File: src/logic/mem_pkg.sv
`default_nettype none

package mem_pkg;

    // Address geometry
    localparam int PAGE_BITS      = 12;
    localparam int VPPN_BITS      = 32 - PAGE_BITS;
    localparam int TLB_ENTRIES    = 4;
    localparam int TLB_IDX_BITS   = $clog2(TLB_ENTRIES);
    localparam int LINE_BYTES     = 16;
    localparam int NSET           = 64;
    localparam int LINE_INDEX_LSB = $clog2(LINE_BYTES);
    localparam int LINE_INDEX_MSB = LINE_INDEX_LSB + $clog2(NSET) - 1;
    localparam int RAM_WORDS      = 256;
    localparam int RAM_IDX_BITS   = $clog2(RAM_WORDS);

    typedef struct packed {
        logic [VPPN_BITS-1:0] vppn;
        logic [VPPN_BITS-1:0] ppn;
        logic                 v;
        logic                 d;
        logic [1:0]           plv;
        logic [1:0]           mat;
        logic                 e;
    } tlb_entry_t;

    typedef struct packed {
        logic                 found;
        logic [VPPN_BITS-1:0] ppn;
        logic                 v;
        logic                 d;
        logic [1:0]           plv;
    } tlb_result_t;

    typedef struct packed {
        logic adem;
        logic tlbr;
        logic pil;
        logic pis;
        logic ppi;
        logic pme;
    } excp_flags_t;

    // Word-aligned address, lanes picked by sel
    typedef struct packed {
        logic        valid;
        logic        we;
        logic [31:0] addr;
        logic [3:0]  sel;
        logic [31:0] data;
    } ram_req_t;

endpackage

`default_nettype wire

File: src/logic/tlb_lookup.sv
`default_nettype none

module tlb_lookup
    import mem_pkg::*;
(
    input  wire                    clk,
    input  wire                    rst,

    input  wire                    fill_we_i,
    input  wire [TLB_IDX_BITS-1:0] fill_idx_i,
    input  wire tlb_entry_t        fill_entry_i,

    input  wire [VPPN_BITS-1:0]    vppn_i,
    output tlb_result_t            result_o
);

    tlb_entry_t             entries [TLB_ENTRIES];
    logic [TLB_ENTRIES-1:0] hit;

    always_ff @(posedge clk) begin
        if (rst) begin
            for (int i = 0; i < TLB_ENTRIES; i++) begin
                entries[i] <= '0;
            end
        end else if (fill_we_i) begin
            entries[fill_idx_i] <= fill_entry_i;
        end
    end

    always_comb begin
        for (int i = 0; i < TLB_ENTRIES; i++) begin
            hit[i] = entries[i].e && (entries[i].vppn == vppn_i);
        end
    end

    // Scan downwards so the lowest matching entry wins
    always_comb begin
        result_o = '0;
        for (int i = TLB_ENTRIES - 1; i >= 0; i--) begin
            if (hit[i]) begin
                result_o.found = 1'b1;
                result_o.ppn   = entries[i].ppn;
                result_o.v     = entries[i].v;
                result_o.d     = entries[i].d;
                result_o.plv   = entries[i].plv;
            end
        end
    end

    // Fill software must keep pages unique
    a_unique_hit: assert property (@(posedge clk) disable iff (rst) $onehot0(hit))
        else $error("tlb_lookup: several entries match vppn %h", vppn_i);

endmodule

`default_nettype wire

File: config.mk
export PLATFORM = sky130hd
export DESIGN_NAME = tlb_lookup
export DESIGN_NICKNAME = d
export VERILOG_FILES = /design/src/logic/mem_pkg.sv /design/src/logic/tlb_lookup.sv
export SDC_FILE = /design/constraint.sdc
export NUM_CORES = 1
export LEC_CHECK = 0
export ABC_AREA = 1
export BUFFER_PORTS_ARGS = -buffer_cell sky130_fd_sc_hd__buf_4
export CAP_MARGIN = 20
export CORE_ASPECT_RATIO = 0.75
export CORE_UTILIZATION = 41
export CTS_CLUSTER_SIZE = 16
export DETAILED_ROUTE_END_ITERATION = 6
export GPL_TIMING_DRIVEN = 1
export PLACE_DENSITY = 0.69
export SYNTH_ARGS = -nofsm -noshare
export SYNTH_HDL_FRONTEND = slang
export SYNTH_SLANG_ARGS = --single-unit
File: constraint.sdc
create_clock -name clk -period 5.32 [get_ports clk]
set_input_delay 0.266 -clock clk [delete_from_list [all_inputs] [get_ports clk]]
set_output_delay 0.266 -clock clk [all_outputs]
set_load 0.02 [all_outputs]
; Word level (Yosys, flattened, before mapping)
; Memory sizes are Yosys's and may differ from the RTL's.
; Cells that the tools add are included.
[classes]
n_reduce_logical = 5
n_eq_ne = 4
n_mux = 12
[op_table]
columns = operator, n
row1 = 2-to-1 mux 25 bit, 4
row2 = equality test 20 bit, 4
row3 = 2-to-1 mux 47 bit, 1
row4 = OR reduction 47 bit, 1
row5 = 2-to-1 mux 1 bit, 6
row6 = logical AND 1 bit, 4
row7 = 2-to-1 mux 2 bit, 1
[totals]
register_bits = 0
elab_cells = 22
mem_bits_rw = 188
inputBits = 72
memories = 1
out_inout_bits = 25
[mem_list]
columns = name, depth, word_bits, read_ports, rd_ports_with_merged_regs, wr, line
row1 = entries, 4, 47, 4, 0, 4, tlb_lookup.sv:17  ; tlb_entry_t entries [TLB_ENTRIES];

; Longest topological paths before layout
[logic_depth]
ltp_word = 6
depth_mapped = 14
ltp_nobuf = 12

; Worst setup path before layout
; OpenSTA, ideal clock, no wires.
[synth_path]
path_type = input port to flip-flop
start = in fill_we_i
end = mem entries[3][0] (netlist bit), enable pin
cell_stages = 2
setup_ns = 0.515
t_arrival_ns = 3.708
path_slack_ns = 1.097
path_cell_list = inv_1 -> o31ai_1
[synth_lines]
columns = element, line
row1 = from (decl), tlb_lookup.sv:9  ; input wire fill_we_i,
row2 = to (decl), tlb_lookup.sv:17

==> results.cfg <==
[worst_setup_path]
worstPathCellList = nand2_1 -> nand2_1 -> nor2_1 -> nand2_1 -> nor2_1 -> nand3_2 -> nand2_1 -> nand2_1 -> a21oi_1 -> buf_4
worstSetupStartpoint = entries[2][28]
path_max_fanout = 49
arrival_ps = 2930
cp-start-kind = flip-flop
path_common_cell = nand2_1
slowest_stage = nand3_2
critPathMaxStageDelay_ps = 740
critical_path_class = flip-flop to output port
end_kind = output port
cp_data_required_time_ps = 5050

[synthesis]
synthFlopType = edfxtp_1
synth_compound_area_share_pct = 4.52
synth_cell_type_count = 31
synth_xor_area_share_pct = 1.37
ys_top_cells_by_area = edfxtp_1 60%, nor2_1 13%, nand2_1 7.9%
synth_top_cell_area_share_pct = 60.2
seq_area_frac_synth_pct = 60.2
synth-simple-area-share_pct = 25.8
ys.warnings.count = 0
synth.largest_area_cell = edfxtp_1
synth_top_family_by_area = simple AND/OR/NAND/NOR gates
synth_fa_ha_area_share_pct = 0
muxShareOfSynthArea_pct = 0
synth_most_common_cell = nor2_1
synthArstFlopShare_pct = 0
syn_area_mm2 = 0.00897
avgSynthCellArea_um2 = 8.97
synth_edf_count = 180
synth_seq_cells = 180
synth_cells = 1000
synth_commonest_cells = 300 x nor2_1, 189 x nand2_1, 180 x edfxtp_1
syn-num-nets = 1072

[outcome]
status = complete, no violations

[routing]
wl_met3_mm = 1.90
wirelength_met1_mm = 10.5
ant_nets = 0
drt_wl_total_mm = 22.8
dr.pass1.iters = 5
drtIter0Drc = 682
top_layer = met4
wl_met2_mm = 10.1
wl_per_cell_um = 16.5
drc_errors = 0
vias_per_cell = 4.94
num_vias = 6819

[place]
gp_congestion = 0.899
port_buffers = 94
placed_area_mm2 = 0.00990
dp_hpwl_mm = 14.3

[finish]
fillCellCount = 1996
drive_gt1_share_pct = 16.1
final_util_pct = 49.0
reg.largest.list = entries x180
final_area_mm2 = 0.0104
areaGrowthSynthToFinish_pct = 16.3
antenna_cells = 0
nets = 1153
top_register = entries
largest_reg_flops = 180

[floorplanning]
core-area_mm2 = 0.0213
rows = 46
start_util_pct = 42.1
fp.dieW_um = 173
io_pins = 97
dieArea_mm2 = 0.0225
die_h_um = 130

[clock_tree]
clock-sinks = 180
cts_htree_levels = 4
clockBufferDepth = 2
cts_tree = yes
numCtsBuffers = 17
cts_hold_buffers = 0
post_cts_resized = 0
clkSlewWorstSetupHoldPaths_ps = 70
post_cts_buffers = 0
clock-root-buffer = clkbuf_16

[grt]
antenna_found_initial = 0
grt_overflow = 0
grtUsageTotal_pct = 20.8
grt_pass1_wl_mm = 34.9
first_global_vias = 6396
grt_max_degree = 91

[timing]
fmax_ghz = 0.312
fin_crit_sh_pct = 60.2
maxSlewHeadroom_pct = 28.8
finalSetupTns_ps = 0
worst_slew_pin_slew_ps = 1070
setup_viol = 0
period_needed_ps = 3200
rsz0062_at_grt = no
hold_viol = 0
final_max_slew_viol_count = 0

[pwr]
p_leak_nw = 4.46
powerDensity_mw_per_mm2 = 301
vdd_drop_max_v = 0.000199

[job]
drv_cap = 0

[worst_hold_path]
min_from = fill_entry_i[35]
hp-class = input port to flip-flop
## kinds of logic (layout without fill, tap and decap cells)
family | Yosys count | after routing
AOI/OAI and AO/OA | 62 | 62
and+or+nand+nor | 574 | 574
xor gates and xnor gates | 14 | 14
buffers and inverters | 170 | 262
DFF | 180 | 180
## layout make-up
type	count	area, um^2	area share (%)
clock buffers	21	440	4.22
clock inverters	9	81.3	0.779
inverters	128	480	4.60
multi-input cells	650	2880	27.6
flip-flops and latches	180	5410	51.8
well taps	288	360	3.45
repair buffers	104	788	7.55
## critical path: cells and delay by family (launching register included)
family                 cells  cell delay (ps)
AO/OA/AOI/OAI              1              230
buffers and inverters      1              190
flip-flops                 1              400
AND/OR/NAND/NOR            8             1670
## worst paths after layout
| check | endpoint | slack (ps) | depth (start not counted) |
|---|---|---|---|
| max | result_o[1] | 2120 | 10 |
| min | entries[0][35] | 170 | 3 |
## routing by layer
layer / track usage [%] / vias up
met4: 5.93 / 0
li1: - / 3366
met3: 4.95 / 27
met1: 28.9 / 3148
met2: 32.7 / 278
met5: 0 / -
## placed cells by master (no fill, tap or decap), types with 3 or more instances in the layout
master / netlist / final
clkbuf_16: 0 / 17
inv_1: 115 / 115
clkbuf_1: 22 / 4
a21oi_2: 20 / 20
nand2_1: 189 / 185
nor2_1: 300 / 300
inv_2: 12 / 12
nand2_2: 0 / 4
edfxtp_1: 180 / 180
xnor2_1: 10 / 10
xor2_1: 4 / 4
nand4_1: 22 / 22
o21ai_0: 26 / 25
clkinv_2: 0 / 3
o22ai_1: 4 / 4
nand3_1: 8 / 8
nor2_2: 3 / 3
nor3_1: 45 / 45
o21ai_1: 5 / 5
buf_4: 6 / 103
## stage by stage
step	std cells	hold WS, ps	power, mW	setup WS (ps)
floorplan	1000	509	1.89	1100
global placement	1349	607	2.01	2570
detailed placement	1349	613	2.02	2510
CTS	1379	162	3.15	2130
global route	1380	169	3.24	1840
finish	1380	174	3.15	2120
## report_power, final
group | switching [mW] | total [mW] | internal (mW)
Sequential | 0.0382 | 1.71 | 1.67
Clock | 0.518 | 1.16 | 0.637
Combinational | 0.188 | 0.278 | 0.0900
No activity file was read; power rests on OpenSTA's default activity.
