--- src/logic/mem_pkg.sv ---
`default_nettype none

package mem_pkg;

    // Address geometry
    localparam int PAGE_BITS      = 12;
    localparam int VPPN_BITS      = 32 - PAGE_BITS;
    localparam int TLB_ENTRIES    = 4;
    localparam int TLB_IDX_BITS   = $clog2(TLB_ENTRIES);
    localparam int LINE_BYTES     = 16;
    localparam int NSET           = 64;
    localparam int LINE_INDEX_LSB = $clog2(LINE_BYTES);
    localparam int LINE_INDEX_MSB = LINE_INDEX_LSB + $clog2(NSET) - 1;
    localparam int RAM_WORDS      = 256;
    localparam int RAM_IDX_BITS   = $clog2(RAM_WORDS);

    typedef struct packed {
        logic [VPPN_BITS-1:0] vppn;
        logic [VPPN_BITS-1:0] ppn;
        logic                 v;
        logic                 d;
        logic [1:0]           plv;
        logic [1:0]           mat;
        logic                 e;
    } tlb_entry_t;

    typedef struct packed {
        logic                 found;
        logic [VPPN_BITS-1:0] ppn;
        logic                 v;
        logic                 d;
        logic [1:0]           plv;
    } tlb_result_t;

    typedef struct packed {
        logic adem;
        logic tlbr;
        logic pil;
        logic pis;
        logic ppi;
        logic pme;
    } excp_flags_t;

    // Word-aligned address, lanes picked by sel
    typedef struct packed {
        logic        valid;
        logic        we;
        logic [31:0] addr;
        logic [3:0]  sel;
        logic [31:0] data;
    } ram_req_t;

endpackage

`default_nettype wire

--- src/logic/core_pkg.sv ---
`default_nettype none

package core_pkg;

    import mem_pkg::*;

    typedef enum logic [3:0] {
        NOP,
        LD_B,
        LD_BU,
        LD_H,
        LD_HU,
        LD_W,
        ST_B,
        ST_H,
        ST_W,
        LL,
        SC
    } mem_op_e;

    typedef struct packed {
        logic        valid;
        mem_op_e     op;
        logic [31:0] mem_addr;
        logic [31:0] store_data;
        logic [4:0]  waddr;
        logic        trans_en;
    } ex_mem_t;

    typedef struct packed {
        logic        valid;
        mem_op_e     op;
        logic [31:0] mem_addr;
        logic [4:0]  waddr;
        logic        wreg;
        logic [31:0] wdata;
        excp_flags_t excp;
        logic        ll_we;
        logic        ll_value;
    } mem1_mem2_t;

    typedef struct packed {
        logic        valid;
        logic        wreg;
        logic [4:0]  waddr;
        logic [31:0] wdata;
        excp_flags_t excp;
    } wb_t;

endpackage

`default_nettype wire

--- src/logic/mem1_stage.sv ---
`default_nettype none

module mem1_stage
    import core_pkg::*;
    import mem_pkg::*;
(
    input  wire              clk,
    input  wire              rst,

    input  wire              flush_i,
    input  wire              advance_i,
    output logic             advance_ready_o,

    input  wire ex_mem_t     ex_i,
    input  wire [1:0]        csr_plv_i,
    input  wire tlb_result_t tlb_i,
    input  wire              ll_bit_i,

    input  wire              ram_ready_i,
    output ram_req_t         ram_req_o,

    output mem1_mem2_t       mem2_o
);

    logic [31:0]                          paddr;
    logic [1:0]                           off;
    logic                                 is_load;
    logic                                 is_store;
    logic                                 store_op;
    logic                                 access_mem;
    logic                                 accept;
    excp_flags_t                          excp;
    logic                                 excp_any;
    logic [LINE_INDEX_MSB:LINE_INDEX_LSB] line_idx;
    logic [LINE_INDEX_MSB:LINE_INDEX_LSB] hist0_idx;
    logic [LINE_INDEX_MSB:LINE_INDEX_LSB] hist1_idx;
    logic                                 hist0_vld;
    logic                                 hist1_vld;
    logic                                 same_line;
    mem1_mem2_t                           mem2_d;

    assign paddr = ex_i.trans_en ? {tlb_i.ppn, ex_i.mem_addr[PAGE_BITS-1:0]} : ex_i.mem_addr;
    assign off   = paddr[1:0];

    assign is_load    = ex_i.op inside {LD_B, LD_BU, LD_H, LD_HU, LD_W, LL};
    assign is_store   = ex_i.op inside {ST_B, ST_H, ST_W, SC};
    assign access_mem = ex_i.valid && (is_load || is_store);
    // A failing SC never writes memory
    assign store_op   = is_store && !(ex_i.op == SC && !ll_bit_i);

    assign excp.adem = access_mem && ex_i.trans_en && (csr_plv_i == 2'd3) && ex_i.mem_addr[31];
    assign excp.tlbr = access_mem && ex_i.trans_en && !tlb_i.found;
    assign excp.pil  = access_mem && ex_i.trans_en && tlb_i.found && is_load && !tlb_i.v;
    assign excp.pis  = access_mem && ex_i.trans_en && tlb_i.found && store_op && !tlb_i.v;
    assign excp.ppi  = access_mem && ex_i.trans_en && tlb_i.found && tlb_i.v &&
                       (csr_plv_i > tlb_i.plv);
    assign excp.pme  = access_mem && ex_i.trans_en && tlb_i.found && tlb_i.v && store_op &&
                       (csr_plv_i <= tlb_i.plv) && !tlb_i.d;
    assign excp_any  = |excp;

    // Same-line check against the two most recent accesses
    assign line_idx  = paddr[LINE_INDEX_MSB:LINE_INDEX_LSB];
    assign same_line = (hist0_vld && hist0_idx == line_idx) ||
                       (hist1_vld && hist1_idx == line_idx);

    assign advance_ready_o = access_mem ? (ram_ready_i && !same_line) : 1'b1;
    assign accept          = advance_i && advance_ready_o;

    always_ff @(posedge clk) begin
        if (rst) begin
            hist0_vld <= 1'b0;
            hist1_vld <= 1'b0;
        end else begin
            hist0_vld <= accept && access_mem;
            hist1_vld <= hist0_vld;
        end
    end

    always_ff @(posedge clk) begin
        hist0_idx <= line_idx;
        hist1_idx <= hist0_idx;
    end

    always_comb begin
        ram_req_o = '0;
        if (accept && access_mem && !excp_any && (is_load || store_op)) begin
            ram_req_o.valid = 1'b1;
            ram_req_o.we    = store_op;
            ram_req_o.addr  = {paddr[31:2], 2'b00};
            case (ex_i.op)
                LD_B, LD_BU, ST_B: begin
                    ram_req_o.sel  = 4'b0001 << off;
                    ram_req_o.data = {24'b0, ex_i.store_data[7:0]} << {off, 3'b000};
                end
                LD_H, LD_HU, ST_H: begin
                    ram_req_o.sel  = 4'b0011 << off;
                    ram_req_o.data = {16'b0, ex_i.store_data[15:0]} << {off, 3'b000};
                end
                default: begin
                    ram_req_o.sel  = 4'b1111;
                    ram_req_o.data = ex_i.store_data;
                end
            endcase
        end
    end

    always_comb begin
        mem2_d          = '0;
        mem2_d.valid    = ex_i.valid;
        mem2_d.op       = ex_i.op;
        mem2_d.mem_addr = ex_i.mem_addr;
        mem2_d.waddr    = ex_i.waddr;
        mem2_d.excp     = excp;
        if (access_mem && !excp_any) begin
            mem2_d.wreg = is_load || ex_i.op == SC;
            case (ex_i.op)
                LL: begin
                    mem2_d.ll_we    = 1'b1;
                    mem2_d.ll_value = 1'b1;
                end
                SC: begin
                    mem2_d.ll_we = 1'b1;
                    mem2_d.wdata = {31'b0, ll_bit_i};
                end
                default: begin
                end
            endcase
        end
    end

    // Nothing downstream stalls, so an idle cycle loads a bubble
    always_ff @(posedge clk) begin
        if (rst || flush_i) begin
            mem2_o <= '0;
        end else begin
            mem2_o <= accept ? mem2_d : '0;
        end
    end

    // The RAM is busy for the cycle after a write
    a_no_req_after_write: assert property (@(posedge clk) disable iff (rst)
        (ram_req_o.valid && ram_req_o.we) |=> !ram_req_o.valid)
        else $error("mem1_stage: RAM request issued in the busy cycle after a write");

endmodule

`default_nettype wire

--- config.mk ---
export PLATFORM = sky130hd
export DESIGN_NAME = mem1_stage
export DESIGN_NICKNAME = d
export VERILOG_FILES = /design/src/logic/mem_pkg.sv /design/src/logic/core_pkg.sv /design/src/logic/mem1_stage.sv
export SDC_FILE = /design/constraint.sdc
export NUM_CORES = 1
export LEC_CHECK = 0
export BUFFER_PORTS_ARGS = -buffer_cell sky130_fd_sc_hd__clkbuf_2
export CAP_MARGIN = 20
export CORE_MARGIN = 5
export CORE_UTILIZATION = 46
export CTS_CLUSTER_SIZE = 24
export DETAILED_ROUTE_END_ITERATION = 16
export PLACE_DENSITY = 0.86
export SLEW_MARGIN = 40
export SYNTH_ARGS = -nofsm -noshare
export SYNTH_HDL_FRONTEND = slang
export SYNTH_SLANG_ARGS = --single-unit
--- constraint.sdc ---
create_clock -name clk -period 5 [get_ports clk]
set_input_delay 1 -clock clk [delete_from_list [all_inputs] [get_ports clk]]
set_output_delay 1 -clock clk [all_outputs]
set_load 0.02 [all_outputs]
# Yosys cells after proc, flatten, opt, wreduce, memory -nomap -nowiden
# Cells that the tools add are included.
# Widths: inputs -> output; s select.
[word_totals] register_bits=97 inputBits=108 output_inout_bits=154 elab_cells=93
[op_classes] n_lt_le_gt_ge=2 n_eq_ne=13 shifts=4 n_mux=6 bitwise=3 n_reduce_logical=46
[op_table] op="$pmux 36 s2" count=1
[op_table] op="$mux 70" count=1
[op_table] op="$mux 32" count=1
[op_table] op="$shl 16x5->32" count=1
[op_table] op="$shl 8x5->32" count=1
[op_table] op="$logic_and 1x1->1" count=25
[op_table] op="$eq 4x3->1 const B" count=4
[op_table] op="$eq 4x4->1 const B" count=3
[op_table] op="$eq 6x6->1" count=2
[op_table] op="$reduce_or 3->1" count=3
[op_table] op="$eq 4x2->1 const B" count=2
[op_table] op="$logic_not 1->1" count=7
[op_table] op="$reduce_bool 6->1" count=1
[op_table] op="$reduce_or 6->1" count=1
[op_table] op="$logic_or 1x1->1" count=5
[op_table] op="$eq 4x1->1 const B" count=1
[op_table] op="$reduce_bool 4->1" count=1
[op_table] op="$reduce_or 2->1" count=2
[op_table] op="$reduce_or 4->1" count=1
[op_table] op="$shl 1x2->4 const A" count=1
[op_table] op="$shl 2x2->4 const A" count=1
[op_table] op="$mux 1" count=3
[op_table] op="$not 1->1" count=3
[op_table] op="$eq 2x2->1 const B" count=1
[op_table] op="other kinds (2)" count=2

# Depth between registers and ports, before layout
# Gate-level depths: netlist of run 1.
[logic_depth] word_depth=15 ltp_mapped=9 mapped_depth_nobuf=7

# Worst setup path before layout of run 1
# Ideal clock, no wire load.
[synth_path] path_kind="input -> output" from="in ex_i[72] (netlist bit)" to="out ram_req_o[38] (netlist bit)" arrival_ns=2.639 required_ns=4.000 path_slack_ns=1.361 path_stages=8 n_path_buf=3 cell_sequence="buf_2 > or4_4 > o211a_1 > and3_1 > o211a_1 > buf_6 > buf_6 > nor3b_2"
[synth_lines] item="start, declared" line_no="mem1_stage.sv:14" rtl="input wire ex_mem_t ex_i,"
[synth_lines] item="end, declared" line_no="mem1_stage.sv:20" rtl="output ram_req_t ram_req_o,"

==> impl_results.md, run 1 <==
- Most frequent CP cell: clkbuf_2
- Clock Power Share: 33.7%
- First-pass GRT wire length: about 20,000 um
- Actual slew at the worst max-slew pin: between 0.6 and 0.7 ns
- Yosys top cell by area: dfxtp_1
- Hold Path Class: flop to flop
- Root buf cell: clkbuf_8
- Final setup viols: 0
- RSZ-0062 raised after global routing: no
- Critical Path End Type: output pin
- Synth top cells by count: dfxtp_1 (66), nor2_1 (56), nand2_1 (52)
- DR vias/cell: 5.23
- DIE AREA: 0.0108 mm2
- Ports: 262
- Die W: 104 um
- Critical path type: primary input to output pin
- Port bufs: 228
- Kind of cell adding the most delay to the critical path: simple AND/OR/NAND/NOR gates
- EDFF count, synth: 0
- Worst-path clk slew: 0.07 ns
- Drt wl/cell: 16.4 um
- Post-synthesis xor/xnor area fraction: under 10%
- DRT Pass-1 Iters: 5
- Initial antenna violation count: 0
- Max Slew Vio Count: 0
- Distinct cells, synth: 48
- Main combinational cell family by area after synthesis: simple AND/OR/NAND/NOR gates
- WP buf/inv: 3
- Layout cell share with drive strength beyond 1: 50.3%
- Psw: between 0.0004 and 0.0005 W
- Crit-path cells: clkbuf_2 -> or4_4 -> o211a_1 -> and3_1 -> o211a_4 -> buf_4 -> nor3_2 -> clkbuf_2
- Cell internal pwr: 0.000828 W
- Clock skew: 0.0155 ns
- Slew margin rel.: approximately three fifths
- Synth Area in Compound Gates: 10.5%
- Area growth syn-to-layout: 29.8%
- Chip height: between 100 and 150 um
- Area of the multi-input gates: 0.00238 mm2
- Residual DRC: 0
- Adder-cell share of the synthesized area: 0.615%
- CTS HTree Levels: 3
- CP max stage delay: 0.62 ns
- Post-cts resize count: 0
- Final hold violations: 0
- Gpl congestion: 0.819
- Vias: a little over 4,000
- Max Freq: 0.233 GHz
- Seq. cell area: 0.00132 mm2
- Largest net degree at the start of global routing: between 40 and 50
- Routed WL: between 10,000 and 15,000 um
- GRT Overall Usage: 22.3%
- Syn_area_per_cell: between 8 and 9 um2
- Vias in the first global route: approximately 4,000
- Area of the core: 0.00868 mm2
- Crit path DAT: 3.29 ns
- Mapped Cells: roughly 460
- Total global routing overflow: 0
- Reg power frac: 44.3%
- Combinational share of power: 22.0%
- FP Rows: 34
- Clock Tree Buf Depth: 2
- Ys flop type: dfxtp_1
- Iteration-0 DRC count of the detailed router: 275
- Area share of the largest cell type after synthesis: roughly a third
- Filler cells: 764
- P_leak: 2.56 nW
- Synth area leaders: dfxtp_1 (32%), nor3_2 (12%), buf_4 (6.3%)
- Status: finished, final reports clean
- Period utilization: 85.8%
- Critical Path Slowest Stage Cell: or4_4
- Maxcap violations: 0
- Final Critical Period: 4.29 ns
- Clk_lat worst skew: 0.34 ns
- Initial core utilization: 46.9%
- Final ANT Viol Nets: 0
- Flop and latch count out of synthesis: 66
- TritonCTS buffer count: 9
- Net Sw Frac: 32.6%
- Nets@finish: 777
- ANT cells: 0
- Critical Path Source Type: primary input
- Post-synthesis mux area share: 7.13%
- Setup Buffers After CTS: 0
- Async set-reset flop share out of synthesis: 0%
- Post-route setup TNS: 0 ns
- Most frequent cell after synthesis: dfxtp_1
- DP HPWL: 10,100 um
- Worst Path Required: roughly 4 ns
- PwrDens: 233 mW/mm2
- Max IR drop VDD: between 0.1 and 0.15 mV
- Post-synthesis sequential area ratio: about 32%
- Cts hold-fix bufs: 0
- Post-Synthesis Cell Area: around 0.0041 mm2
- Final Util: between 60% and 70%
- Synth Area in Simple Gates: roughly a third
- Synth warnings: 0
- Crit Path Max Fanout: 23
- TritonCTS clock tree: yes
- CTS Sinks: 66
## power groups by stage
stage | clock [W] | combinational [W] | sequential (W)
floorplan | 0 | 0.000180 | 0.000568
global route | 0.000447 | 0.000292 | 0.000546
finish | 0.000414 | 0.000270 | 0.000545
CTS | 0.000427 | 0.000269 | 0.000545
detailed placement | 0 | 0.000267 | 0.000557
global placement | 0 | 0.000260 | 0.000556
## cells in the final DEF, fill, tap and decap left out, types with 2 or more instances in the layout
cell type,n
a2111oi_0,3
a211oi_1,4
a21o_1,2
a21oi_1,5
a222oi_1,8
a22oi_1,16
and3_1,3
buf_4,10
clkbuf_2,228
clkbuf_8,9
clkinvlp_4,3
conb_1,33
dfxtp_1,66
ha_1,2
inv_1,7
inv_6,3
mux2_2,8
mux2i_1,20
nand2_1,52
nand2b_1,5
nand3_1,5
nand4_1,5
nor2_1,56
nor2b_1,5
nor3_1,3
nor3_2,50
nor3b_2,19
nor4_1,2
o211a_1,2
o21ai_0,4
xnor2_1,10
xor2_1,4
## layout make-up
type	instances	share of cell area (%)
repair buffers	239	23.4
flip-flops and latches	66	25.0
inverters	7	0.497
clock buffers	9	2.34
clock inverters	7	1.14
well taps	108	2.56
multi-input cells	344	45.1
## logic make-up after synthesis
kind of cell | count (synthesis)
simple gates | 212
buf+inv | 78
flops | 66
compound gates | 55
mux | 28
xor+xnor | 14
fa+ha+maj | 2
other cells | 1
## metrics by stage
step | area (um2) | hold WS [ns] | power (W) | cells | setup WS, ns
2_1_floorplan | 4190 | 0.350 | 0.000748 | 488 | 1.36
4_1_cts | 5290 | 0.369 | 0.00124 | 780 | 0.719
6_report | 5290 | 0.369 | 0.00123 | 780 | 0.712
3_3_place_gp | 5100 | 0.352 | 0.000817 | 764 | 0.844
5_1_grt | 5290 | 0.377 | 0.00129 | 780 | 0.580
3_5_place_dp | 5100 | 0.361 | 0.000824 | 764 | 0.730
## worst paths after layout
check	from	endpoint	slack, ns	cells after the start
worst max-delay path	ex_i[70]	ram_req_o[28]	0.71	8
worst min-delay path	hist0_idx[9]	hist1_idx[9]	0.37	0
worst max register to register	hist1_idx[5]	mem2_o[58]	3.01	6
worst min register to register	hist0_idx[9]	hist1_idx[9]	0.37	0
## routing by layer
metal | vias up | part of all wire (%) | global-route usage, % | routed length [um]
li1 | 1944 | - | - | -
met1 | 1893 | 38 | 24.9 | 4810
met2 | 226 | 52 | 40.9 | 6700
met3 | 18 | 8.4 | 6.70 | 1070
met4 | 0 | 1.6 | 5.92 | 201
met5 | - | 0 | 0 | 0
## state kept, by name, summed over array words and instances (netlist names)
| name | flops |
|---|---|
| mem2_o | 52 |
| hist1_idx | 6 |
| hist1_vld | 1 |
| hist0_idx | 6 |
| hist0_vld | 1 |
Power figures use the tool's default switching activity.
==> run 2: changes to the inputs <==
CTS_CLUSTER_DIAMETER = 30   (was unset)
clock period = 5.35 ns   (was 5 ns; I/O delays follow)
==> run 2 against run 1 <==
Effect of this change:
- wire length increased by 2.7%
- highest routed layer unchanged
- clock skew decreased by 0.0071 ns
- final area increased by 0.40%
- worst setup slack improved by 0.18 ns
- non-clock buffer count decreased by 1
- sequential share of layout area decreased by 0.10 points
- power decreased by 0.52%
==> impl_results.md, run 2 (synthesis gave the netlist of run 1 again) <==
- Seq. cell area: about 0.0013 mm2
- Final ANT Viol Nets: 0
- Largest registers: mem2_o x52, hist0_idx x6, hist1_idx x6
- DP HPWL: 10,400 um
- Critical Path Source Type: primary input
- Final Critical Period: approximately 4.5 ns
- Most frequent CP cell: clkbuf_2
- Crit-path cells: clkbuf_2 -> or4_4 -> o211a_1 -> and3_1 -> o211a_4 -> buf_12 -> nor3_2 -> clkbuf_2
- First-pass GRT wire length: about 21,000 um
- DIE AREA: 0.0108 mm2
- Port bufs: 228
- Routed WL: 13,100 um
- Critical Path Slowest Stage Cell: or4_4
- P_leak: 2.57 nW
- Clock skew: 0.00835 ns
- Clk_lat worst skew: 0.34 ns
- Clock Tree Buf Depth: 2
- DR vias/cell: 5.32
- Area of the core: 0.00868 mm2
- ANT cells: 0
- Most common cell after layout, fill and taps aside: clkbuf_2
- Initial antenna violation count: 0
- Final Non-Filler Cells: 779
- FP Rows: 34
- Max IR drop VDD: 0.0967 mV
- Setup WS pre-CTS: roughly 0.9 ns
- Residual DRC: 0
- Critical path type: primary input to output pin
- Post-cts resize count: 0
- WL met2: a little under 7000 um
- Setup Buffers After CTS: 0
- Crit path DAT: roughly 3.4 ns
- Layout cell share with drive strength beyond 1: 49.9%
- Filler cells: 766
- Vias in the first global route: roughly 4,000
- Status: finished, final reports clean
- Drt wl/cell: roughly 17 um
- CP max stage delay: 0.61 ns
- Initial core utilization: 46.9%
- Max Slew Vio Count: 0
- Ports: 262
- CTS Sinks: between 60 and 70
- RSZ-0062 raised after global routing: no
- Cts hold-fix bufs: 0
- Post-route setup TNS: 0 ns
- Commonest cells after routing, fill and taps aside: clkbuf_2 (228), dfxtp_1 (66), nor2_1 (56), nand2_1 (52), nor3_2 (49)
- Slew margin rel.: 51.2%
- Period utilization: 83.4%
- Wl on met1: 4850 um
- Critical Path End Type: output pin
- Final setup viols: 0
- CTS HTree Levels: 3
- Crit Path Max Fanout: 38
- Largest net degree at the start of global routing: 43
- Die W: roughly 100 um
- Final Util: 61.1%
- TritonCTS buffer count: 9
- Maxcap violations: 0
- PwrDens: 230 mW/mm2
- DRT Pass-1 Iters: 5
- Flip-flop count of the largest register after layout: 52
- Root buf cell: clkbuf_8
- Met3 WL: about 1100 um
- Iteration-0 DRC count of the detailed router: 230
- Worst Path Required: 4.28 ns
- Area of the multi-input gates: between 0.002 and 0.0025 mm2
- Max layer used: met4
- Gpl congestion: 0.805
- GRT Overall Usage: 23.1%
- Placed insts: approximately 760
- Vias: 4,148
- Chip height: about 100 um
- Power after layout: 0.00122 W
- Hold Path Class: flop to flop
- Max Freq: 0.224 GHz
- Worst-path clk slew: 0.07 ns
- Total global routing overflow: 0
- Top reg by flops: mem2_o
- Final hold violations: 0
- Actual slew at the worst max-slew pin: around 0.7 ns
- Nets@finish: 776
- TritonCTS clock tree: yes
- Area growth syn-to-layout: 30.4%
- Worst setup margin: between 0.8 and 0.9 ns
## run 2: report_power, final
group	internal, W	leakage, nW	switching [W]
combinational	0.0000928	1.93	0.000160
sequential	0.000504	0.539	0.00000498
clock	0.000264	0.107	0.000196
## run 2: final cells by class
type                       count  area share (%)
inverter                       7           0.495
tap                          108            2.55
timing repair buffer         238            23.2
clock buffer                  10            2.41
sequential                    66            24.9
clock inverter                 6            1.70
multi-input combinational    344            44.8
## run 2: stage by stage
step	hold WS [ns]	cell area, um2
global placement	0.354	5090
global route	0.370	5310
detailed placement	0.356	5090
floorplan	0.350	4190
CTS	0.365	5310
finish	0.369	5310
## run 2: critical path, delay by kind of cell
kind / cells / cell delay, ns
compound gates: 2 / 0.52
simple gates: 3 / 1.02
buf+inv: 3 / 0.75
## run 2: path summary, 6_finish.rpt
kind / start / slack [ns] / end / cells after the start
max: ex_i[70] / 0.89 / ram_req_o[49] / 8
max reg2reg: hist1_idx[5] / 3.39 / mem2_o[50] / 6
min reg2reg: hist0_idx[5] / 0.37 / hist1_idx[5] / 0
min: hist0_idx[5] / 0.37 / hist1_idx[5] / 0
## run 2: routing by layer
layer	vias up	GRT usage [%]
li1	1940	-
met1	1945	26.3
met2	241	41.3
met3	22	5.65
met4	0	9.07
met5	-	0
