File: config.mk
export PLATFORM = sky130hd
export DESIGN_NAME = mem2_stage
export DESIGN_NICKNAME = d
export VERILOG_FILES = /design/src/logic/mem_pkg.sv /design/src/logic/core_pkg.sv /design/src/logic/mem2_stage.sv
export SDC_FILE = /design/constraint.sdc
export NUM_CORES = 1
export LEC_CHECK = 0
export ABC_CLOCK_PERIOD_IN_PS = 1830
export BUFFER_PORTS_ARGS = -buffer_cell sky130_fd_sc_hd__buf_2
export CAP_MARGIN = 20
export CORE_MARGIN = 10
export CORE_UTILIZATION = 34
export DETAILED_ROUTE_END_ITERATION = 8
export GPL_TIMING_DRIVEN = 0
export PLACE_DENSITY = 0.69
export SYNTH_ARGS = -nofsm -noshare
export SYNTH_HDL_FRONTEND = slang
export SYNTH_SLANG_ARGS = --single-unit
File: constraint.sdc
create_clock -name clk -period 1.83 [get_ports clk]
set_input_delay 0.183 -clock clk [delete_from_list [all_inputs] [get_ports clk]]
set_output_delay 0.183 -clock clk [all_outputs]
set_load 0.05 [all_outputs]
File: src/logic/mem_pkg.sv
`default_nettype none

package mem_pkg;

    // Address geometry
    localparam int PAGE_BITS      = 12;
    localparam int VPPN_BITS      = 32 - PAGE_BITS;
    localparam int TLB_ENTRIES    = 4;
    localparam int TLB_IDX_BITS   = $clog2(TLB_ENTRIES);
    localparam int LINE_BYTES     = 16;
    localparam int NSET           = 64;
    localparam int LINE_INDEX_LSB = $clog2(LINE_BYTES);
    localparam int LINE_INDEX_MSB = LINE_INDEX_LSB + $clog2(NSET) - 1;
    localparam int RAM_WORDS      = 256;
    localparam int RAM_IDX_BITS   = $clog2(RAM_WORDS);

    typedef struct packed {
        logic [VPPN_BITS-1:0] vppn;
        logic [VPPN_BITS-1:0] ppn;
        logic                 v;
        logic                 d;
        logic [1:0]           plv;
        logic [1:0]           mat;
        logic                 e;
    } tlb_entry_t;

    typedef struct packed {
        logic                 found;
        logic [VPPN_BITS-1:0] ppn;
        logic                 v;
        logic                 d;
        logic [1:0]           plv;
    } tlb_result_t;

    typedef struct packed {
        logic adem;
        logic tlbr;
        logic pil;
        logic pis;
        logic ppi;
        logic pme;
    } excp_flags_t;

    // Word-aligned address, lanes picked by sel
    typedef struct packed {
        logic        valid;
        logic        we;
        logic [31:0] addr;
        logic [3:0]  sel;
        logic [31:0] data;
    } ram_req_t;

endpackage

`default_nettype wire

File: src/logic/core_pkg.sv
`default_nettype none

package core_pkg;

    import mem_pkg::*;

    typedef enum logic [3:0] {
        NOP,
        LD_B,
        LD_BU,
        LD_H,
        LD_HU,
        LD_W,
        ST_B,
        ST_H,
        ST_W,
        LL,
        SC
    } mem_op_e;

    typedef struct packed {
        logic        valid;
        mem_op_e     op;
        logic [31:0] mem_addr;
        logic [31:0] store_data;
        logic [4:0]  waddr;
        logic        trans_en;
    } ex_mem_t;

    typedef struct packed {
        logic        valid;
        mem_op_e     op;
        logic [31:0] mem_addr;
        logic [4:0]  waddr;
        logic        wreg;
        logic [31:0] wdata;
        excp_flags_t excp;
        logic        ll_we;
        logic        ll_value;
    } mem1_mem2_t;

    typedef struct packed {
        logic        valid;
        logic        wreg;
        logic [4:0]  waddr;
        logic [31:0] wdata;
        excp_flags_t excp;
    } wb_t;

endpackage

`default_nettype wire

File: src/logic/mem2_stage.sv
`default_nettype none

module mem2_stage
    import core_pkg::*;
(
    input  wire             clk,
    input  wire             rst,

    input  wire             flush_i,
    input  wire mem1_mem2_t mem1_i,
    input  wire [31:0]      rdata_i,

    output logic            ll_bit_o,
    output wb_t             wb_o
);

    logic [31:0] shifted;
    logic [31:0] load_data;
    wb_t         wb_d;

    // Move the addressed lane down to bit 0
    assign shifted = rdata_i >> {mem1_i.mem_addr[1:0], 3'b000};

    always_comb begin
        case (mem1_i.op)
            LD_B:      load_data = {{24{shifted[7]}}, shifted[7:0]};
            LD_BU:     load_data = {24'b0, shifted[7:0]};
            LD_H:      load_data = {{16{shifted[15]}}, shifted[15:0]};
            LD_HU:     load_data = {16'b0, shifted[15:0]};
            LD_W, LL:  load_data = rdata_i;
            default:   load_data = mem1_i.wdata;
        endcase
    end

    always_comb begin
        wb_d.valid = mem1_i.valid;
        wb_d.wreg  = mem1_i.wreg;
        wb_d.waddr = mem1_i.waddr;
        wb_d.wdata = load_data;
        wb_d.excp  = mem1_i.excp;
    end

    always_ff @(posedge clk) begin
        if (rst || flush_i) begin
            wb_o <= '0;
        end else begin
            wb_o <= wb_d;
        end
    end

    always_ff @(posedge clk) begin
        if (rst || flush_i) begin
            ll_bit_o <= 1'b0;
        end else if (mem1_i.valid && !(|mem1_i.excp) && mem1_i.ll_we) begin
            ll_bit_o <= mem1_i.ll_value;
        end
    end

    a_no_wreg_on_excp: assert property (@(posedge clk) disable iff (rst)
        (mem1_i.valid && |mem1_i.excp) |-> !mem1_i.wreg)
        else $error("mem2_stage: faulting record writes a register");

endmodule

`default_nettype wire

# After elaboration in Yosys (flattened, before gate mapping)
# Index checks and enable logic that the tools add are counted.
# W data, S select, Z words.
word_totals:
  regBits: 46
  inputBits: 118
  out_inout_bits: 46
  wordCells: 25
op_classes:
  n_eq_ne: 6
  shift: 1
  mux: 1
  n_reduce_logical: 6
op_table:
  columns: ["operator", "count"]
  rows:
  - ["$pmux W32 S5", 1]
  - ["$shr A32 B5 Y16", 1]
  - ["$eq A4 B2 Y1 const B", 2]
  - ["$eq A4 B3 Y1 const B", 2]
  - ["$reduce_or A6 Y1", 1]
  - ["$eq A4 B1 Y1 const B", 1]
  - ["$eq A4 B4 Y1 const B", 1]
  - ["$logic_and A1 B1 Y1", 2]
  - ["$reduce_or A2 Y1", 1]
  - ["$logic_not A1 Y1", 1]
  - ["$logic_or A1 B1 Y1", 1]

# Logic depth before layout (Yosys ltp)
# Gate-level depths: netlist of the first run.
depth:
  ltp_word: 4
  mapped_depth: 8
  ltp_nobuf: 5

# Least setup slack after synthesis of the first run
# OpenSTA, ideal clock, no wires.
synth_path:
  path_kind: "input port to flip-flop"
  startpoint: "input mem1_i[46] (netlist bit)"
  endpoint: "register wb_o[22] (netlist bit)"
  setup_ps: 119
  arrival_ps: 1375
  t_required_ps: 1711
  path_slack_ps: 335
  path_stages: 8
  path_buffers: 3
  cell_sequence: "buf_6 nor2b_4 buf_6 a311o_1 o22ai_1 a31o_4 buf_6 a21oi_1"
synth_via:
  elab_chain_len: 2
synth_lines:
  columns: ["element", "line", "rtl"]
  rows:
  - ["start, declared", "mem2_stage.sv:10", "input wire mem1_mem2_t mem1_i,"]
  - ["$shr A32 B5 Y16", "mem2_stage.sv:22", "assign shifted = rdata_i >> {mem1_i.mem_addr[1:0], 3'b000};"]
  - ["$pmux W32 S5", "mem2_stage.sv:25", "case (mem1_i.op)"]
  - ["end signal, assigned", "mem2_stage.sv:47", "wb_o <= wb_d;"]
  - ["end, declared", "mem2_stage.sv:14", "output wb_t wb_o"]
# No other way between the ends.
# A chain may end at the register's enable or synchronous reset.

# Worst setup path after layout of the first run
# Same ends and word-level chain as after synthesis.

==> flow_results.xml, run 1 <==
<?xml version="1.0" encoding="UTF-8"?>
<metrics>
  <group name="clock_tree">
    <metric name="post_cts.resized_instances" unit="">0</metric>
    <metric name="cts_made_buffers" unit="">5</metric>
    <metric name="post_cts_buffers" unit="">0</metric>
    <metric name="post_cts_hold_buffer_count" unit="">0</metric>
    <metric name="clkSinkCount" unit="">46</metric>
    <metric name="clockRootBuffer" unit="">sky130_fd_sc_hd__clkbuf_8</metric>
    <metric name="number_of_levels_the_h_tree_was_split_into" unit="">2</metric>
    <metric name="clock_tree.buffer_depth" unit="">2</metric>
    <metric name="insertion_delay" unit="ns">0.30</metric>
    <metric name="cts_tree" unit="">yes</metric>
    <metric name="clkSlewWorstSetupHoldPaths" unit="ns">0.09</metric>
  </group>
  <group name="logic_synthesis">
    <metric name="synth-seq-area-share" unit="%">41.9</metric>
    <metric name="synth.top_cell.area_share" unit="%">41.9</metric>
    <metric name="synth.yosys.warnings" unit="">0</metric>
    <metric name="synth_ff_type" unit="">sky130_fd_sc_hd__dfxtp_1</metric>
    <metric name="synth_area_per_cell" unit="um2">9.19</metric>
    <metric name="ys_async_sr_fraction" unit="%">0</metric>
    <metric name="gate_count_after_technology_mapping" unit="">239</metric>
    <metric name="postSynthNetCount" unit="">357</metric>
    <metric name="synth-edff-count" unit="">0</metric>
    <metric name="post-synth-top-area-cell" unit="">sky130_fd_sc_hd__dfxtp_1</metric>
    <metric name="syn-cell-area" unit="mm2">0.00220</metric>
    <metric name="postSynthRegisterBits" unit="">46</metric>
    <metric name="synth.distinct_cells" unit="">34</metric>
    <metric name="synthTopCellsByArea" unit="">sky130_fd_sc_hd__dfxtp_1 42%, sky130_fd_sc_hd__nand2_1 5.8%, sky130_fd_sc_hd__a21oi_1 5.5%</metric>
  </group>
  <group name="global_routing">
    <metric name="grt_pass1_wl" unit="mm">12.2</metric>
    <metric name="grt_max_degree" unit="">17</metric>
    <metric name="grt_antenna_before_repair" unit="">0</metric>
    <metric name="globalRouteTotalUtil" unit="%">15.0</metric>
    <metric name="grt.overflow.total" unit="">0</metric>
    <metric name="number_of_global_route_vias_before_repair" unit="">2373</metric>
  </group>
  <group name="setup_path">
    <metric name="path_max_fanout" unit="">10</metric>
    <metric name="required" unit="ns">2.03</metric>
    <metric name="most_used_cell_cp" unit="">sky130_fd_sc_hd__buf_6</metric>
    <metric name="critical_path_depth" unit="">8</metric>
    <metric name="worst-r2r-cell-count" unit="">2</metric>
    <metric name="worstSetupPathType" unit="">input port to flip-flop</metric>
    <metric name="cp_num_buf_inv" unit="">3</metric>
    <metric name="endpoint_kind" unit="">flip-flop</metric>
    <metric name="cp_cell_sequence" unit="">buf_6 -&gt; nor2b_4 -&gt; buf_6 -&gt; a311o_1 -&gt; o22ai_1 -&gt; a31o_4 -&gt; buf_6 -&gt; a21oi_1</metric>
    <metric name="worst_path_dominant_cell_family" unit="">compound AO/OA/AOI/OAI gates</metric>
    <metric name="worst_ep_arrival_time" unit="ns">1.54</metric>
    <metric name="critical-path-max-stage-delay" unit="ns">0.35</metric>
    <metric name="cp-start-kind" unit="">input port</metric>
    <metric name="cp_slowest_cell" unit="">sky130_fd_sc_hd__a311o_1</metric>
  </group>
  <group name="route">
    <metric name="detailroute.via_count" unit="">2161</metric>
    <metric name="drt_iter0_drc" unit="">92</metric>
    <metric name="route.antenna.remaining_nets" unit="">0</metric>
    <metric name="route.detailed.drc" unit="">0</metric>
    <metric name="drt-total-wl" unit="mm">7.78</metric>
    <metric name="post_drt_via_cell_ratio" unit="">4.77</metric>
    <metric name="met3_wirelength" unit="um">795</metric>
    <metric name="top_layer" unit="">met4</metric>
    <metric name="drt_pass1_iterations" unit="">4</metric>
    <metric name="routedWlPerCell" unit="um">17.2</metric>
    <metric name="routed-wl-met2" unit="mm">3.64</metric>
    <metric name="met1_length" unit="mm">3.27</metric>
  </group>
  <group name="cells_and_area">
    <metric name="mostFrequentLayoutCell" unit="">sky130_fd_sc_hd__buf_2</metric>
    <metric name="leading_cell_types_in_the_layout_fill_and_taps_excluded" unit="">133 x sky130_fd_sc_hd__buf_2, 46 x sky130_fd_sc_hd__dfxtp_1, 34 x sky130_fd_sc_hd__nand2_1</metric>
    <metric name="syn_to_final_growth" unit="%">38.0</metric>
    <metric name="post_route_cells_drive_above_1_share" unit="%">46.0</metric>
    <metric name="layout.cells.non_filler" unit="">453</metric>
    <metric name="finalCoreUtilization" unit="%">48.0</metric>
    <metric name="antenna_cells" unit="">0</metric>
    <metric name="final_design_area_no_fill" unit="mm2">0.00303</metric>
    <metric name="number_of_nets_in_the_final_layout" unit="">493</metric>
  </group>
  <group name="min_path">
    <metric name="worst_hold_path.num_cells" unit="">2</metric>
    <metric name="worst_hold_check_path_type" unit="">input port to flip-flop</metric>
  </group>
  <group name="die">
    <metric name="design.core.area" unit="mm2">0.00631</metric>
    <metric name="num_rows" unit="">29</metric>
    <metric name="chipHeight" unit="um">100</metric>
    <metric name="floorplan.initialDensity" unit="%">34.8</metric>
    <metric name="dieArea" unit="mm2">0.0101</metric>
    <metric name="num_io_pins" unit="">164</metric>
    <metric name="dieWidth" unit="um">100</metric>
  </group>
  <group name="timing">
    <metric name="worst_slew_margin_rel" unit="%">61.1</metric>
    <metric name="slew_at_the_pin_closest_to_its_max_slew_limit" unit="ns">0.581</metric>
    <metric name="fin_skew" unit="ns">0</metric>
    <metric name="fin_crit_sh" unit="%">73.3</metric>
    <metric name="setup_violations" unit="">0</metric>
    <metric name="setup_repair_after_global_routing_missed_its_margin" unit="">no</metric>
    <metric name="worst_hold_slack" unit="ns">0.0760</metric>
    <metric name="report.final.hold_viol_count" unit="">0</metric>
    <metric name="setup_tns" unit="ns">0</metric>
    <metric name="maxClockFrequency" unit="MHz">745</metric>
    <metric name="final_critical_path_required_period" unit="ns">1.34</metric>
    <metric name="slew_viol_final" unit="">0</metric>
    <metric name="setup_ws" unit="ns">0.488</metric>
  </group>
  <group name="placement">
    <metric name="dpl.cell_count" unit="">445</metric>
    <metric name="buffer_ports.inserted" unit="">129</metric>
    <metric name="pre_cts_ws" unit="ns">0.192</metric>
    <metric name="dpl_cell_area" unit="mm2">0.00294</metric>
    <metric name="detailed_place_hpwl" unit="mm">6.39</metric>
    <metric name="globalplace.congestion" unit="">0.810</metric>
  </group>
  <group name="power_and_ir_drop">
    <metric name="power.ir.vdd_worst" unit="mV">0.470</metric>
    <metric name="leakagePower" unit="nW">1.47</metric>
    <metric name="post-layout-total-power" unit="mW">2.35</metric>
    <metric name="power_density" unit="mW/mm2">777</metric>
  </group>
  <group name="run">
    <metric name="max_cap_viol_count" unit="">0</metric>
  </group>
  <group name="status">
    <metric name="outcome" unit="">complete, no violations</metric>
  </group>
</metrics>
## cell type report
| class | count | area [um2] |
|---|---|---|
| tap | 77 | 96.3 |
| clock buffer | 5 | 68.8 |
| sequential | 46 | 921 |
| buffer | 20 | 133 |
| multi-input combinational | 172 | 1140 |
| clock inverter | 3 | 23.8 |
| fill | 654 | 3280 |
| inverter | 1 | 3.75 |
| timing repair buffer | 129 | 646 |
## cell usage after synthesis (2+ instances only)
cell,n
sky130_fd_sc_hd__a21oi_1,24
sky130_fd_sc_hd__a22o_1,8
sky130_fd_sc_hd__a22oi_1,8
sky130_fd_sc_hd__and2_1,14
sky130_fd_sc_hd__buf_2,4
sky130_fd_sc_hd__buf_4,6
sky130_fd_sc_hd__buf_6,4
sky130_fd_sc_hd__clkbuf_1,6
sky130_fd_sc_hd__dfxtp_1,46
sky130_fd_sc_hd__mux2_2,8
sky130_fd_sc_hd__mux2i_1,10
sky130_fd_sc_hd__nand2_1,34
sky130_fd_sc_hd__nand2b_1,2
sky130_fd_sc_hd__nor2_1,7
sky130_fd_sc_hd__o211ai_1,8
sky130_fd_sc_hd__o21ai_0,24
sky130_fd_sc_hd__o221a_2,8
sky130_fd_sc_hd__xor2_1,2
## cell families after synthesis
family	count (synthesis)	synth area share (%)
AOI/OAI and AO/OA	86	27.7
DFF	46	41.9
muxes	18	8.66
buffers and inverters	21	6.21
and+or+nand+nor	66	14.7
xor gates and xnor gates	2	0.798
## flip-flops by register name, summed over array words and instances, names as in the netlist
register	count
wb_o	45
ll_bit_o	1
## final timing paths
| path | slack (ns) | to | startpoint |
|---|---|---|---|
| setup / recovery | 0.49 | wb_o[22] | mem1_i[46] |
| setup reg to reg | 1.20 | ll_bit_o | ll_bit_o |
| hold reg to reg | 0.52 | ll_bit_o | ll_bit_o |
| hold / removal | 0.08 | wb_o[42] | mem1_i[45] |
## report_power, final
part / switching (mW) / internal, mW
clock network: 0.381 / 0.274
logic: 0.412 / 0.225
registers: 0.0103 / 1.05
total: 0.804 / 1.55
## routing by layer
metal,GRT usage [%],up-vias
li1,-,1128
met1,17.6,939
met2,24.5,88
met3,6.94,6
met4,2.83,0
met5,0,-
(Power assumes the default switching activity.)
==> inputs of run 2 (changes only) <==
--- a/config.mk
+++ b/config.mk
@@ -5,7 +5,7 @@
 export SDC_FILE = /design/constraint.sdc
 export NUM_CORES = 1
 export LEC_CHECK = 0
-export ABC_CLOCK_PERIOD_IN_PS = 1830
+export ABC_CLOCK_PERIOD_IN_PS = 1250
 export BUFFER_PORTS_ARGS = -buffer_cell sky130_fd_sc_hd__buf_2
 export CAP_MARGIN = 20
 export CORE_MARGIN = 10
==> constraint.sdc (replaced) <==
create_clock -name clk -period 1.25 [get_ports clk]
set_input_delay 0.125 -clock clk [delete_from_list [all_inputs] [get_ports clk]]
set_output_delay 0.125 -clock clk [all_outputs]
set_load 0.05 [all_outputs]
==> run 2 against run 1 <==
Compared with the run above: non-clock buffer count did not move; via count rose by 2.6%; final area rose by 2.5%; first-iteration DRC count fell by 8.7%; hold slack got worse by 0.064 ns; clock skew did not move; worst setup slack got worse by 0.40 ns; sequential cell count did not move; largest cell class unchanged.
==> flow_results.xml, run 2 (synthesis results as in run 1) <==
<?xml version="1.0" encoding="UTF-8"?>
<metrics>
  <group name="clock_tree">
    <metric name="clkSlewWorstSetupHoldPaths" unit="ns">0.09</metric>
    <metric name="cts_tree" unit="">yes</metric>
    <metric name="clockRootBuffer" unit="">sky130_fd_sc_hd__clkbuf_8</metric>
    <metric name="clock_tree.buffer_depth" unit="">2</metric>
    <metric name="insertion_delay" unit="ns">0.30</metric>
    <metric name="post_cts_buffers" unit="">0</metric>
    <metric name="clkSinkCount" unit="">46</metric>
    <metric name="number_of_levels_the_h_tree_was_split_into" unit="">2</metric>
    <metric name="cts_made_buffers" unit="">5</metric>
  </group>
  <group name="placement">
    <metric name="dpl.cell_count" unit="">445</metric>
    <metric name="globalplace.congestion" unit="">0.834</metric>
    <metric name="buffer_ports.inserted" unit="">129</metric>
    <metric name="detailed_place_hpwl" unit="mm">6.49</metric>
  </group>
  <group name="setup_path">
    <metric name="worstSetupPathType" unit="">input port to flip-flop</metric>
    <metric name="worst_ep_arrival_time" unit="ns">1.37</metric>
    <metric name="regToRegEndpoint" unit="">ll_bit_o</metric>
    <metric name="path_max_fanout" unit="">10</metric>
    <metric name="cp-start-kind" unit="">input port</metric>
    <metric name="worst-r2r-cell-count" unit="">2</metric>
    <metric name="critPathLaunch" unit="">mem1_i[78]</metric>
    <metric name="required" unit="ns">1.46</metric>
    <metric name="reg2reg_from" unit="">ll_bit_o</metric>
    <metric name="endpoint_kind" unit="">flip-flop</metric>
    <metric name="worst_setup_slack_for_register_to_register_paths" unit="ns">0.64</metric>
  </group>
  <group name="die">
    <metric name="chipHeight" unit="um">100</metric>
    <metric name="dieWidth" unit="um">100</metric>
    <metric name="dieArea" unit="mm2">0.0101</metric>
    <metric name="num_io_pins" unit="">164</metric>
    <metric name="num_rows" unit="">29</metric>
    <metric name="floorplan.initialDensity" unit="%">34.8</metric>
    <metric name="design.core.area" unit="mm2">0.00631</metric>
  </group>
  <group name="timing">
    <metric name="slew_viol_final" unit="">0</metric>
    <metric name="setup_repair_after_global_routing_missed_its_margin" unit="">no</metric>
    <metric name="maxClockFrequency" unit="MHz">859</metric>
    <metric name="report.final.hold_viol_count" unit="">0</metric>
    <metric name="fin_skew" unit="ns">0</metric>
    <metric name="final_critical_path_required_period" unit="ns">1.16</metric>
    <metric name="slew_at_the_pin_closest_to_its_max_slew_limit" unit="ns">0.489</metric>
    <metric name="setup_violations" unit="">0</metric>
    <metric name="worst_slew_margin_rel" unit="%">67.3</metric>
    <metric name="fin_crit_sh" unit="%">93.2</metric>
  </group>
  <group name="route">
    <metric name="drt-total-wl" unit="mm">7.86</metric>
    <metric name="drt_iter0_drc" unit="">84</metric>
    <metric name="drt_pass1_iterations" unit="">4</metric>
    <metric name="post_drt_via_cell_ratio" unit="">4.90</metric>
    <metric name="routedWlPerCell" unit="um">17.4</metric>
    <metric name="route.antenna.remaining_nets" unit="">0</metric>
    <metric name="detailroute.via_count" unit="">2218</metric>
    <metric name="route.detailed.drc" unit="">0</metric>
  </group>
  <group name="global_routing">
    <metric name="grt_pass1_wl" unit="mm">12.2</metric>
    <metric name="grt_max_degree" unit="">17</metric>
    <metric name="grt.overflow.total" unit="">0</metric>
    <metric name="globalRouteTotalUtil" unit="%">15.0</metric>
    <metric name="number_of_global_route_vias_before_repair" unit="">2352</metric>
    <metric name="grt_antenna_before_repair" unit="">0</metric>
  </group>
  <group name="min_path">
    <metric name="startpoint_of_the_lowest_slack_hold_path" unit="">mem1_i[41]</metric>
    <metric name="worst_hold_check_path_type" unit="">input port to flip-flop</metric>
    <metric name="timing.hold.worst_endpoint" unit="">wb_o[38]</metric>
    <metric name="worst_hold_path.num_cells" unit="">2</metric>
  </group>
  <group name="cells_and_area">
    <metric name="top_register" unit="">wb_o</metric>
    <metric name="post_route_cells_drive_above_1_share" unit="%">48.4</metric>
    <metric name="leading_cell_types_in_the_layout_fill_and_taps_excluded" unit="">132 x sky130_fd_sc_hd__buf_2, 46 x sky130_fd_sc_hd__dfxtp_1, 34 x sky130_fd_sc_hd__nand2_1</metric>
    <metric name="largest_register_ffs" unit="">45</metric>
    <metric name="antenna_cells" unit="">0</metric>
    <metric name="num-fill-cells" unit="">650</metric>
    <metric name="biggestRegsByFlops" unit="">wb_o: 45 flops, ll_bit_o: 1 flops</metric>
    <metric name="syn_to_final_growth" unit="%">41.5</metric>
    <metric name="mostFrequentLayoutCell" unit="">sky130_fd_sc_hd__buf_2</metric>
    <metric name="layout.cells.non_filler" unit="">453</metric>
    <metric name="number_of_nets_in_the_final_layout" unit="">493</metric>
  </group>
  <group name="power_and_ir_drop">
    <metric name="power_density" unit="mW/mm2">1120</metric>
    <metric name="leakagePower" unit="nW">1.49</metric>
    <metric name="post-layout-total-power" unit="mW">3.48</metric>
    <metric name="power.ir.vdd_worst" unit="mV">0.497</metric>
  </group>
  <group name="status">
    <metric name="outcome" unit="">complete, no violations</metric>
  </group>
  <group name="run">
    <metric name="max_cap_viol_count" unit="">0</metric>
  </group>
</metrics>
## run 2: cell counts in the layout (fill, tap and decap cells not counted)
Identical to the previous run, type by type.
## run 2: worst max-delay path: stages
cell	delay (ns)
sky130_fd_sc_hd__buf_2	0.13
sky130_fd_sc_hd__nor2b_4	0.15
sky130_fd_sc_hd__and2_4	0.17
sky130_fd_sc_hd__or2_1	0.20
sky130_fd_sc_hd__buf_4	0.16
sky130_fd_sc_hd__buf_4	0.17
sky130_fd_sc_hd__o221a_2	0.26
## run 2: how the worst max path moves through the flow
stage | endpoint | cells after the start
2_1_floorplan | wb_o[22] | 6
3_3_place_gp | wb_o[18] | 6
3_5_place_dp | wb_o[18] | 6
4_1_cts | wb_o[18] | 6
5_1_grt | wb_o[35] | 8
6_report | wb_o[19] | 7
## run 2: where the power goes
part	internal, mW	switching [mW]	leakage [nW]
clock network	0.401	0.560	0.0408
registers	1.54	0.0162	0.377
logic	0.350	0.613	1.07
total	2.29	1.19	1.49
## run 2: timing repair
| item | 4_1_cts | 5_1_grt |
|---|---|---|
| hold buffers | 0 | 0 |
| resized for setup | 0 | 5 |
| endpoints found under the setup margin | 0 | 24 |
## run 2: final cells by class
class | count | area, um2 | share of cell area, %
flip-flops and latches | 46 | 921 | 29.6
plain buffers | 20 | 168 | 5.40
inverters | 1 | 3.75 | 0.121
repair buffers | 129 | 646 | 20.8
multi-input cells | 172 | 1180 | 38.0
well taps | 77 | 96.3 | 3.10
clock buffers | 5 | 68.8 | 2.22
clock inverters | 3 | 23.8 | 0.765
## run 2: through the flow
stage               setup slack [ns]  hold WS [ns]  instance area [um2]  util, %  setup TNS [ns]
floorplan                    -0.0947         0.247                 2260        -           -1.62
global placement              -0.291         0.326                 3000     47.5           -8.02
detailed placement            -0.301         0.328                 3000     47.5           -8.40
CTS                           0.0245       0.00487                 3090     48.9               0
global route                0.000957       0.00259                 3110     49.2               0
finish                        0.0853        0.0122                 3110     49.2               0
## run 2: metal layers
layer	share of wire (%)	track usage [%]	vias up
met3	9.0	6.18	11
met5	0	0	-
met4	1.5	4.13	0
met2	47	24.3	98
met1	43	17.7	977
li1	-	-	1132
